[config.mk]
export PLATFORM = sky130hd
export DESIGN_NAME = mips_cpu_harvard
export DESIGN_NICKNAME = d
export VERILOG_FILES = /design/src/hw/mips_ctrl_pkg.sv /design/src/hw/mips_isa_pkg.sv /design/src/hw/mips_cpu_control.sv /design/src/hw/mips_cpu_execute.sv /design/src/hw/mips_cpu_harvard.sv /design/src/hw/mips_cpu_pc_update.sv /design/src/hw/mips_cpu_register_file.sv
export SDC_FILE = /design/constraint.sdc
export NUM_CORES = 2
export LEC_CHECK = 0
export BUFFER_PORTS_ARGS = -buffer_cell sky130_fd_sc_hd__buf_2
export CAP_MARGIN = 30
export CORE_AREA = 2 2 542 329
export CTS_CLUSTER_DIAMETER = 200
export DETAILED_ROUTE_END_ITERATION = 7
export DIE_AREA = 0 0 544 331
export PLACE_DENSITY = 0.56
export SLEW_MARGIN = 20
export SYNTH_ARGS = -nofsm -noshare
export SYNTH_HDL_FRONTEND = slang
export SYNTH_SLANG_ARGS = --single-unit
[constraint.sdc]
create_clock -name clk -period 15 [get_ports clk]
set_input_delay 3 -clock clk [delete_from_list [all_inputs] [get_ports clk]]
set_output_delay 3 -clock clk [all_outputs]
set_load 0.1 [all_outputs]
[src/hw/mips_ctrl_pkg.sv]
`default_nettype none

package mips_ctrl_pkg;

	typedef enum logic [3:0] {
		alu_add,
		alu_sub,
		alu_and,
		alu_or,
		alu_xor,
		alu_slt,
		alu_sltu,
		alu_sll,
		alu_srl,
		alu_sra,
		alu_lui
	} alu_op_e;

	typedef enum logic [1:0] {
		wb_none = 2'd0,
		wb_alu  = 2'd1,
		wb_mem  = 2'd2
	} wb_sel_e;

	typedef struct packed {
		alu_op_e alu_op;
		logic    imm_src;    // b operand from immediate.
		logic    zero_ext;
		logic    shift_imm;  // a operand from shamt.
		logic    reg_dst_rd;
		wb_sel_e wb_sel;
		logic    mem_read;
		logic    mem_write;
		logic    branch_eq;
		logic    branch_ne;
		logic    jump;
		logic    jump_reg;
	} ctrl_t;

	localparam ctrl_t ctrl_nop = '{
		alu_op: alu_add,
		imm_src: 1'b0,
		zero_ext: 1'b0,
		shift_imm: 1'b0,
		reg_dst_rd: 1'b0,
		wb_sel: wb_none,
		mem_read: 1'b0,
		mem_write: 1'b0,
		branch_eq: 1'b0,
		branch_ne: 1'b0,
		jump: 1'b0,
		jump_reg: 1'b0
	};

endpackage

`default_nettype wire

[src/hw/mips_isa_pkg.sv]
`default_nettype none

package mips_isa_pkg;

	typedef logic [31:0] word_t;
	typedef logic [4:0] reg_addr_t;
	typedef logic [4:0] shamt_t;
	typedef logic [15:0] imm16_t;

	typedef enum logic [5:0] {
		op_special = 6'h00,
		op_j       = 6'h02,
		op_beq     = 6'h04,
		op_bne     = 6'h05,
		op_addiu   = 6'h09,
		op_slti    = 6'h0a,
		op_sltiu   = 6'h0b,
		op_andi    = 6'h0c,
		op_ori     = 6'h0d,
		op_xori    = 6'h0e,
		op_lui     = 6'h0f,
		op_lw      = 6'h23,
		op_sw      = 6'h2b
	} opcode_e;

	typedef enum logic [5:0] {
		fn_sll  = 6'h00,
		fn_srl  = 6'h02,
		fn_sra  = 6'h03,
		fn_jr   = 6'h08,
		fn_addu = 6'h21,
		fn_subu = 6'h23,
		fn_and  = 6'h24,
		fn_or   = 6'h25,
		fn_xor  = 6'h26,
		fn_slt  = 6'h2a,
		fn_sltu = 6'h2b
	} funct_e;

	// low half seen as r-type fields or as the immediate.
	typedef struct packed {
		reg_addr_t  rd;
		shamt_t     shamt;
		logic [5:0] funct;
	} r_tail_t;

	typedef union packed {
		r_tail_t r;
		imm16_t  imm16;
	} tail_t;

	typedef struct packed {
		logic [5:0] opcode;
		reg_addr_t  rs;
		reg_addr_t  rt;
		tail_t      tail;
	} instr_fields_t;

endpackage

`default_nettype wire

[src/hw/mips_cpu_control.sv]
`timescale 1ns/100ps
`default_nettype none

module mips_cpu_control (
	input  mips_isa_pkg::instr_fields_t fields,
	output mips_ctrl_pkg::ctrl_t        ctrl
);
	import mips_isa_pkg::*;
	import mips_ctrl_pkg::*;

	always_comb begin
		ctrl = ctrl_nop;
		case (fields.opcode)
			op_special: begin
				ctrl.reg_dst_rd = 1'b1;
				ctrl.wb_sel = wb_alu;
				case (fields.tail.r.funct)
					fn_addu: ctrl.alu_op = alu_add;
					fn_subu: ctrl.alu_op = alu_sub;
					fn_and:  ctrl.alu_op = alu_and;
					fn_or:   ctrl.alu_op = alu_or;
					fn_xor:  ctrl.alu_op = alu_xor;
					fn_slt:  ctrl.alu_op = alu_slt;
					fn_sltu: ctrl.alu_op = alu_sltu;
					fn_sll: begin
						ctrl.alu_op = alu_sll;
						ctrl.shift_imm = 1'b1;
					end
					fn_srl: begin
						ctrl.alu_op = alu_srl;
						ctrl.shift_imm = 1'b1;
					end
					fn_sra: begin
						ctrl.alu_op = alu_sra;
						ctrl.shift_imm = 1'b1;
					end
					fn_jr: begin
						ctrl.wb_sel = wb_none;
						ctrl.jump_reg = 1'b1;
					end
					default: ctrl = ctrl_nop;
				endcase
			end
			op_addiu, op_slti, op_sltiu, op_andi, op_ori, op_xori, op_lui: begin
				ctrl.imm_src = 1'b1;
				ctrl.wb_sel = wb_alu;
				ctrl.zero_ext = (fields.opcode == op_andi) || (fields.opcode == op_ori) ||
					(fields.opcode == op_xori);
				case (fields.opcode)
					op_slti:  ctrl.alu_op = alu_slt;
					op_sltiu: ctrl.alu_op = alu_sltu; // sign-extended, compared unsigned.
					op_andi:  ctrl.alu_op = alu_and;
					op_ori:   ctrl.alu_op = alu_or;
					op_xori:  ctrl.alu_op = alu_xor;
					op_lui:   ctrl.alu_op = alu_lui;
					default:  ctrl.alu_op = alu_add;
				endcase
			end
			op_lw: begin
				ctrl.imm_src = 1'b1;
				ctrl.mem_read = 1'b1;
				ctrl.wb_sel = wb_mem;
			end
			op_sw: begin
				ctrl.imm_src = 1'b1;
				ctrl.mem_write = 1'b1;
			end
			op_beq: ctrl.branch_eq = 1'b1;
			op_bne: ctrl.branch_ne = 1'b1;
			op_j:   ctrl.jump = 1'b1;
			default: ctrl = ctrl_nop; // unknown opcode is a no-op.
		endcase
	end

	// a load and a store never share one instruction.
	always_comb begin
		assert (!(ctrl.mem_read && ctrl.mem_write))
			else $error("control asserts both mem_read and mem_write");
	end

endmodule

`default_nettype wire

[src/hw/mips_cpu_execute.sv]
`timescale 1ns/100ps
`default_nettype none

module mips_cpu_execute (
	input  mips_isa_pkg::instr_fields_t fields,
	input  mips_ctrl_pkg::ctrl_t        ctrl,
	input  mips_isa_pkg::word_t         rs_data,
	input  mips_isa_pkg::word_t         rt_data,
	input  mips_isa_pkg::word_t         pc,
	input  mips_isa_pkg::word_t         data_readdata,
	input  logic                        halted,
	output mips_isa_pkg::word_t         data_address,
	output mips_isa_pkg::word_t         data_writedata,
	output logic                        data_read,
	output logic                        data_write,
	output mips_isa_pkg::reg_addr_t     wr_addr,
	output mips_isa_pkg::word_t         wr_data,
	output logic                        wr_en,
	output logic                        branch_taken,
	output mips_isa_pkg::word_t         target
);
	import mips_isa_pkg::*;
	import mips_ctrl_pkg::*;

	word_t imm_ext, op_a, op_b, alu_y, slot_pc;
	logic eq;

	always_comb begin
		imm_ext = ctrl.zero_ext ? {16'h0000, fields.tail.imm16} :
			{{16{fields.tail.imm16[15]}}, fields.tail.imm16};
		op_a = ctrl.shift_imm ? {27'h0, fields.tail.r.shamt} : rs_data;
		op_b = ctrl.imm_src ? imm_ext : rt_data;
	end

	always_comb begin
		case (ctrl.alu_op)
			alu_add:  alu_y = op_a + op_b;
			alu_sub:  alu_y = op_a - op_b;
			alu_and:  alu_y = op_a & op_b;
			alu_or:   alu_y = op_a | op_b;
			alu_xor:  alu_y = op_a ^ op_b;
			alu_slt:  alu_y = {31'h0, $signed(op_a) < $signed(op_b)};
			alu_sltu: alu_y = {31'h0, op_a < op_b};
			alu_sll:  alu_y = op_b << op_a[4:0];
			alu_srl:  alu_y = op_b >> op_a[4:0];
			alu_sra:  alu_y = $unsigned($signed(op_b) >>> op_a[4:0]);
			alu_lui:  alu_y = {op_b[15:0], 16'h0000};
			default:  alu_y = op_a + op_b;
		endcase
	end

	// targets are relative to the delay slot.
	assign slot_pc = pc + 32'd4;
	assign eq = (rs_data == rt_data);

	always_comb begin
		branch_taken = ctrl.jump || ctrl.jump_reg || (ctrl.branch_eq && eq) ||
			(ctrl.branch_ne && !eq);
		if (ctrl.jump_reg) begin
			target = rs_data;
		end else if (ctrl.jump) begin
			target = {slot_pc[31:28], fields.rs, fields.rt, fields.tail, 2'b00};
		end else begin
			target = slot_pc + {imm_ext[29:0], 2'b00};
		end
	end

	assign data_address = alu_y;
	assign data_writedata = rt_data;
	assign data_read = ctrl.mem_read && !halted;
	assign data_write = ctrl.mem_write && !halted;

	assign wr_addr = ctrl.reg_dst_rd ? fields.tail.r.rd : fields.rt;
	assign wr_data = (ctrl.wb_sel == wb_mem) ? data_readdata : alu_y;
	assign wr_en = (ctrl.wb_sel != wb_none) && !halted;

	always_comb begin
		assert (!(data_read || data_write) || (data_address[1:0] == 2'b00))
			else $error("unaligned data access at %h", data_address);
	end

endmodule

`default_nettype wire

[src/hw/mips_cpu_harvard.sv]
`timescale 1ns/100ps
`default_nettype none

module mips_cpu_harvard #(
	parameter mips_isa_pkg::word_t reset_vector = 32'hBFC0_0000
) (
	input  logic        clk,
	input  logic        reset,
	output logic        active,
	output logic [31:0] register_v0,
	input  logic        clk_enable,
	output logic [31:0] instr_address,
	input  logic [31:0] instr_readdata,
	output logic [31:0] data_address,
	output logic        data_write,
	output logic        data_read,
	output logic [31:0] data_writedata,
	input  logic [31:0] data_readdata
);
	import mips_isa_pkg::*;
	import mips_ctrl_pkg::*;

	instr_fields_t fields;
	ctrl_t ctrl;
	word_t rs_data, rt_data, v0, wr_data, target, pc;
	reg_addr_t wr_addr;
	logic wr_en, branch_taken, halted, exe_read, exe_write;

	// instruction memory delivers words byte-swapped.
	assign fields = {instr_readdata[7:0], instr_readdata[15:8],
		instr_readdata[23:16], instr_readdata[31:24]};

	mips_cpu_control u_control (
		.fields (fields),
		.ctrl   (ctrl)
	);

	mips_cpu_register_file u_register_file (
		.clk        (clk),
		.reset      (reset),
		.clk_enable (clk_enable),
		.rs_addr    (fields.rs),
		.rt_addr    (fields.rt),
		.wr_addr    (wr_addr),
		.wr_data    (wr_data),
		.wr_en      (wr_en),
		.rs_data    (rs_data),
		.rt_data    (rt_data),
		.v0         (v0)
	);

	mips_cpu_execute u_execute (
		.fields         (fields),
		.ctrl           (ctrl),
		.rs_data        (rs_data),
		.rt_data        (rt_data),
		.pc             (pc),
		.data_readdata  (data_readdata),
		.halted         (halted),
		.data_address   (data_address),
		.data_writedata (data_writedata),
		.data_read      (exe_read),
		.data_write     (exe_write),
		.wr_addr        (wr_addr),
		.wr_data        (wr_data),
		.wr_en          (wr_en),
		.branch_taken   (branch_taken),
		.target         (target)
	);

	mips_cpu_pc_update #(
		.reset_vector (reset_vector)
	) u_pc_update (
		.clk          (clk),
		.reset        (reset),
		.clk_enable   (clk_enable),
		.branch_taken (branch_taken),
		.target       (target),
		.pc           (pc),
		.halted       (halted)
	);

	assign instr_address = pc;
	assign active = reset || !halted;
	assign register_v0 = v0;
	assign data_read = exe_read && !reset;
	assign data_write = exe_write && clk_enable && !reset; // single-cycle strobe.

endmodule

`default_nettype wire

[src/hw/mips_cpu_pc_update.sv]
`timescale 1ns/100ps
`default_nettype none

module mips_cpu_pc_update #(
	parameter mips_isa_pkg::word_t reset_vector = 32'hBFC0_0000
) (
	input  logic                clk,
	input  logic                reset,
	input  logic                clk_enable,
	input  logic                branch_taken,
	input  mips_isa_pkg::word_t target,
	output mips_isa_pkg::word_t pc,
	output logic                halted
);
	import mips_isa_pkg::*;

	logic pending;
	word_t pend_target;

	assign halted = (pc == '0);

	always_ff @(posedge clk) begin
		if (reset) begin
			pc <= reset_vector;
			pending <= 1'b0;
		end else if (clk_enable && !halted) begin
			if (pending) begin
				pc <= pend_target; // delay slot done.
			end else begin
				pc <= pc + 32'd4;
			end
			pending <= branch_taken;
		end
	end

	always_ff @(posedge clk) begin
		if (clk_enable && !halted && branch_taken) begin
			pend_target <= target;
		end
	end

	assert property (@(posedge clk) disable iff (reset) pc[1:0] == 2'b00)
		else $error("pc not word aligned: %h", pc);

endmodule

`default_nettype wire

[src/hw/mips_cpu_register_file.sv]
`timescale 1ns/100ps
`default_nettype none

module mips_cpu_register_file (
	input  logic                    clk,
	input  logic                    reset,
	input  logic                    clk_enable,
	input  mips_isa_pkg::reg_addr_t rs_addr,
	input  mips_isa_pkg::reg_addr_t rt_addr,
	input  mips_isa_pkg::reg_addr_t wr_addr,
	input  mips_isa_pkg::word_t     wr_data,
	input  logic                    wr_en,
	output mips_isa_pkg::word_t     rs_data,
	output mips_isa_pkg::word_t     rt_data,
	output mips_isa_pkg::word_t     v0
);
	import mips_isa_pkg::*;

	word_t regs [0:31];

	always_ff @(posedge clk) begin
		if (reset) begin
			for (int i = 0; i < 32; i++) begin
				regs[i] <= '0;
			end
		end else if (clk_enable && wr_en && (wr_addr != '0)) begin
			regs[wr_addr] <= wr_data;
		end
	end

	assign rs_data = (rs_addr == '0) ? '0 : regs[rs_addr];
	assign rt_data = (rt_addr == '0) ? '0 : regs[rt_addr];
	assign v0 = regs[2]; // live view of $v0.

	assert property (@(posedge clk) disable iff (reset) regs[0] == '0)
		else $error("register 0 holds a nonzero value");

endmodule

`default_nettype wire

==> results.sh <==
export IMPL_crit_chain="buf_4 -> or3b_2 -> buf_4 -> o22ai_1 -> a2111oi_1 -> buf_4 -> o41ai_1 -> buf_4 -> inv_1 -> ha_1 -> nor2b_1 -> o21ai_0 -> a21oi_1 -> o21ai_0 -> a21oi_1 -> a2111oi_1 -> buf_4 -> o21bai_1 -> a211oi_1 -> nor3_1 -> a211oi_1 -> or2_2 -> buf_2"
export IMPL_cp_required_ns=12.00
export IMPL_path_class="input pin to output pin"
export IMPL_start_util_pct=39.9
export IMPL_min_period_ns=13.77
export IMPL_dp_hpwl_um=263000
export IMPL_cellLeakagePower_nw=28.6
export IMPL_io_buffer_count=197
export IMPL_yosys_area_top_type_share_pct=45.5
export IMPL_synth_edf_count=1056
export IMPL_synth_main_ff_cell="edfxtp_1"
export IMPL_dp_cells=8524
export IMPL_period_share_pct=91.8
export IMPL_final_cells=8737
export IMPL_cts_htree_levels=3
export IMPL_cts_tree="built"
export IMPL_p_int_mw=5.78
export IMPL_final_area_sq_mm=0.0781
export IMPL_dieArea_sq_mm=0.180
export IMPL_overflow=0
export IMPL_p_total_mw=9.89
export IMPL_syn_instance_count=6178
export IMPL_rows=119
export IMPL_crit_path_frequent_cell="buf_4"
export IMPL_ioPinCount=198
export IMPL_ir_worst_vdd_uv=106
export IMPL_fin_tns_setup_ns=0
export IMPL_synth_area_sq_mm=0.0697
export IMPL_clockBufferDepth=3
export IMPL_slowest_delay_ns=0.78
export IMPL_clockRootBuffer="clkbuf_16"
export IMPL_setup_ws_ns=1.23
export IMPL_setup_viol=0
export IMPL_post_place_ws_ns=1.68
export IMPL_dieHeight_um=331
export IMPL_final_common_cell="nor2_1"
export IMPL_wl_per_cell_um=42.0
export IMPL_first_iter_violations=13300
export IMPL_drive_gt1_share_pct=22.7
export IMPL_antenna_found_initial=39
export IMPL_drv_slew=0
export IMPL_power_switching_mw=4.11
export IMPL_drc=0
export IMPL_maxCapViolCount=0
export IMPL_min_path_type="flip-flop to flip-flop"
export IMPL_p_per_area_mw_per_mm2=127
export IMPL_track_usage_pct=39.9
export IMPL_slew_headroom_pct=19.6
export IMPL_sw_frac_of_total_pct=41.6
export IMPL_gp_congestion=1.10
export IMPL_ys_seq_area_share_pct=46.4
export IMPL_skew_ns=0.0787
export IMPL_start_kind="input pin"
export IMPL_ys_warn_count=0
export IMPL_hold_violations=0
export IMPL_rsz0062_at_grt="no"
export IMPL_cts_sinks=1089
export IMPL_clk_latency_ns=0.78
export IMPL_synth_area_leaders="edfxtp_1 (45%), mux4_2 (15%), nor2_1 (6.9%), mux2i_1 (4.5%), ha_1 (2.3%)"
export IMPL_slowest_stage="or3b_2"
export IMPL_fmax_mhz=72.6
export IMPL_core_area_sq_mm=0.175
export IMPL_dr_pass1_iters=7
export IMPL_syn_area_per_cell_sq_um=11.3
export IMPL_synthArstFlopShare_pct=0
export IMPL_vias=61600
export IMPL_cts_buffers=102
export IMPL_path_max_fanout=42
export IMPL_status="complete, no violations"
export IMPL_grt_pass1_wl_um=489000
export IMPL_final_cell_mix="nor2_1 (1264), edfxtp_1 (1056), mux4_2 (469), buf_4 (324), nand2_1 (308)"
export IMPL_wirelength_um=367000
export IMPL_grt_pass1_vias=55200
export IMPL_vias_per_cell=7.05
export IMPL_ant_nets=0
export IMPL_synth_distinct_cells=104
export IMPL_nNetsFinal=6480
export IMPL_die_x_um=544
export IMPL_p_comb_share_pct=37.0
export IMPL_cts_resized_gates=0
export IMPL_cts_hold_buf=0
export IMPL_critPathCaptureType="output pin"
export IMPL_clk_pin_slew_ns=0.06
export IMPL_place_area_sq_mm=0.0746
export IMPL_worstMarginPinSlew_ns=1.20
export IMPL_syn2layout_area_growth_pct=12.0
export IMPL_power_frac_seq_pct=35.5
export IMPL_post_cts_repair_setup_buffers=0
export IMPL_synth_seq_cells=1089
export IMPL_yosys_area_top_type="edfxtp_1"
export IMPL_clkPwrFrac_pct=27.5
export IMPL_grt_max_degree=92
export IMPL_arrival_ns=10.77
==> cell type report <==
type / instances / area [sq um]
fill: 16200 / 96600
multi-input combinational: 4419 / 35100
sequential: 1089 / 32400
timing repair buffer: 549 / 3870
tap: 2359 / 2950
clock buffer: 125 / 2680
clock inverter: 62 / 652
inverter: 122 / 463
antenna: 12 / 30.0
==> Yosys cell counts (33+ instances only) <==
cell / instances
mux4_2: 469
a221oi_1: 34
a21oi_1: 246
or3_1: 33
dfxtp_1: 33
nor4_1: 39
a22oi_1: 84
buf_2: 120
o211ai_1: 51
nand3_1: 85
o21ai_0: 147
nand4_1: 43
a31oi_1: 47
nand2_1: 340
ha_1: 127
nand2b_1: 64
nor2_1: 1274
nor2_2: 63
inv_1: 112
clkbuf_1: 342
a22o_1: 36
o22ai_1: 58
nor3_1: 114
edfxtp_1: 1056
o221ai_1: 34
a211oi_1: 75
mux2i_1: 315
a21o_1: 34
xnor2_1: 76
buf_1: 52
==> worst paths after layout <==
| path | depth (start not counted) | slack, ns | from | to |
|---|---|---|---|---|
| worst max register to register | 21 | 7.39 | u_register_file.regs[13][5] | u_register_file.regs[7][26] |
| worst max-delay path | 23 | 1.23 | instr_readdata[9] | data_address[27] |
| worst min register to register | 2 | 0.49 | u_pc_update.pend_target[14] | u_pc_update.pc[14] |
| worst min-delay path | 2 | 0.49 | u_pc_update.pend_target[14] | u_pc_update.pc[14] |
==> power by group through the flow <==
stage / registers [mW] / clock network, mW / logic [mW]
6_report: 3.51 / 2.72 / 3.66
5_1_grt: 3.51 / 2.83 / 3.67
4_1_cts: 3.50 / 2.72 / 3.46
3_5_place_dp: 3.57 / 0 / 3.45
3_3_place_gp: 3.56 / 0 / 3.43
2_1_floorplan: 3.58 / 0 / 2.04
==> cell families (layout without fill, tap and decap cells) <==
logic type	after synthesis	count (layout)	share of synthesized area [%]
AO/OA/AOI/OAI	1146	1146	11.5
XOR/XNOR	105	105	1.32
multiplexers	807	807	20.1
adder cells (fa/ha/maj)	130	130	2.37
other	1	44	0.00538
flip-flops	1089	1089	46.4
AND/OR/NAND/NOR	2199	2199	13.7
buffers and inverters	701	858	4.55
==> worst max-delay path: cells and delay by family <==
| family | cells | cell delay [ns] |
|---|---|---|
| AOI/OAI and AO/OA | 11 | 3.19 |
| adders and majority gates | 1 | 0.55 |
| buffers and inverters | 7 | 2.76 |
| and+or+nand+nor | 4 | 1.19 |
==> state kept, by name (all words and copies together) (netlist names) <==
name,count
u_pc_update.pc,32
u_pc_update.pend_target,32
u_pc_update.pending,1
u_register_file.regs,1024
==> layer usage <==
layer  track usage, %  wire (um)
met2             49.1     134000
met5            0.883        664
met1             59.1     152000
met3             20.3      66500
met4             12.2      13500
==> metrics by stage <==
stage          util (%)  hold WS, ns
6_report           44.7        0.493
5_1_grt            44.7        0.521
4_1_cts            44.6        0.496
3_5_place_dp       42.7        0.481
3_3_place_gp       42.6        0.475
2_1_floorplan         -        0.465
No activity file was read; power rests on OpenSTA's default activity.
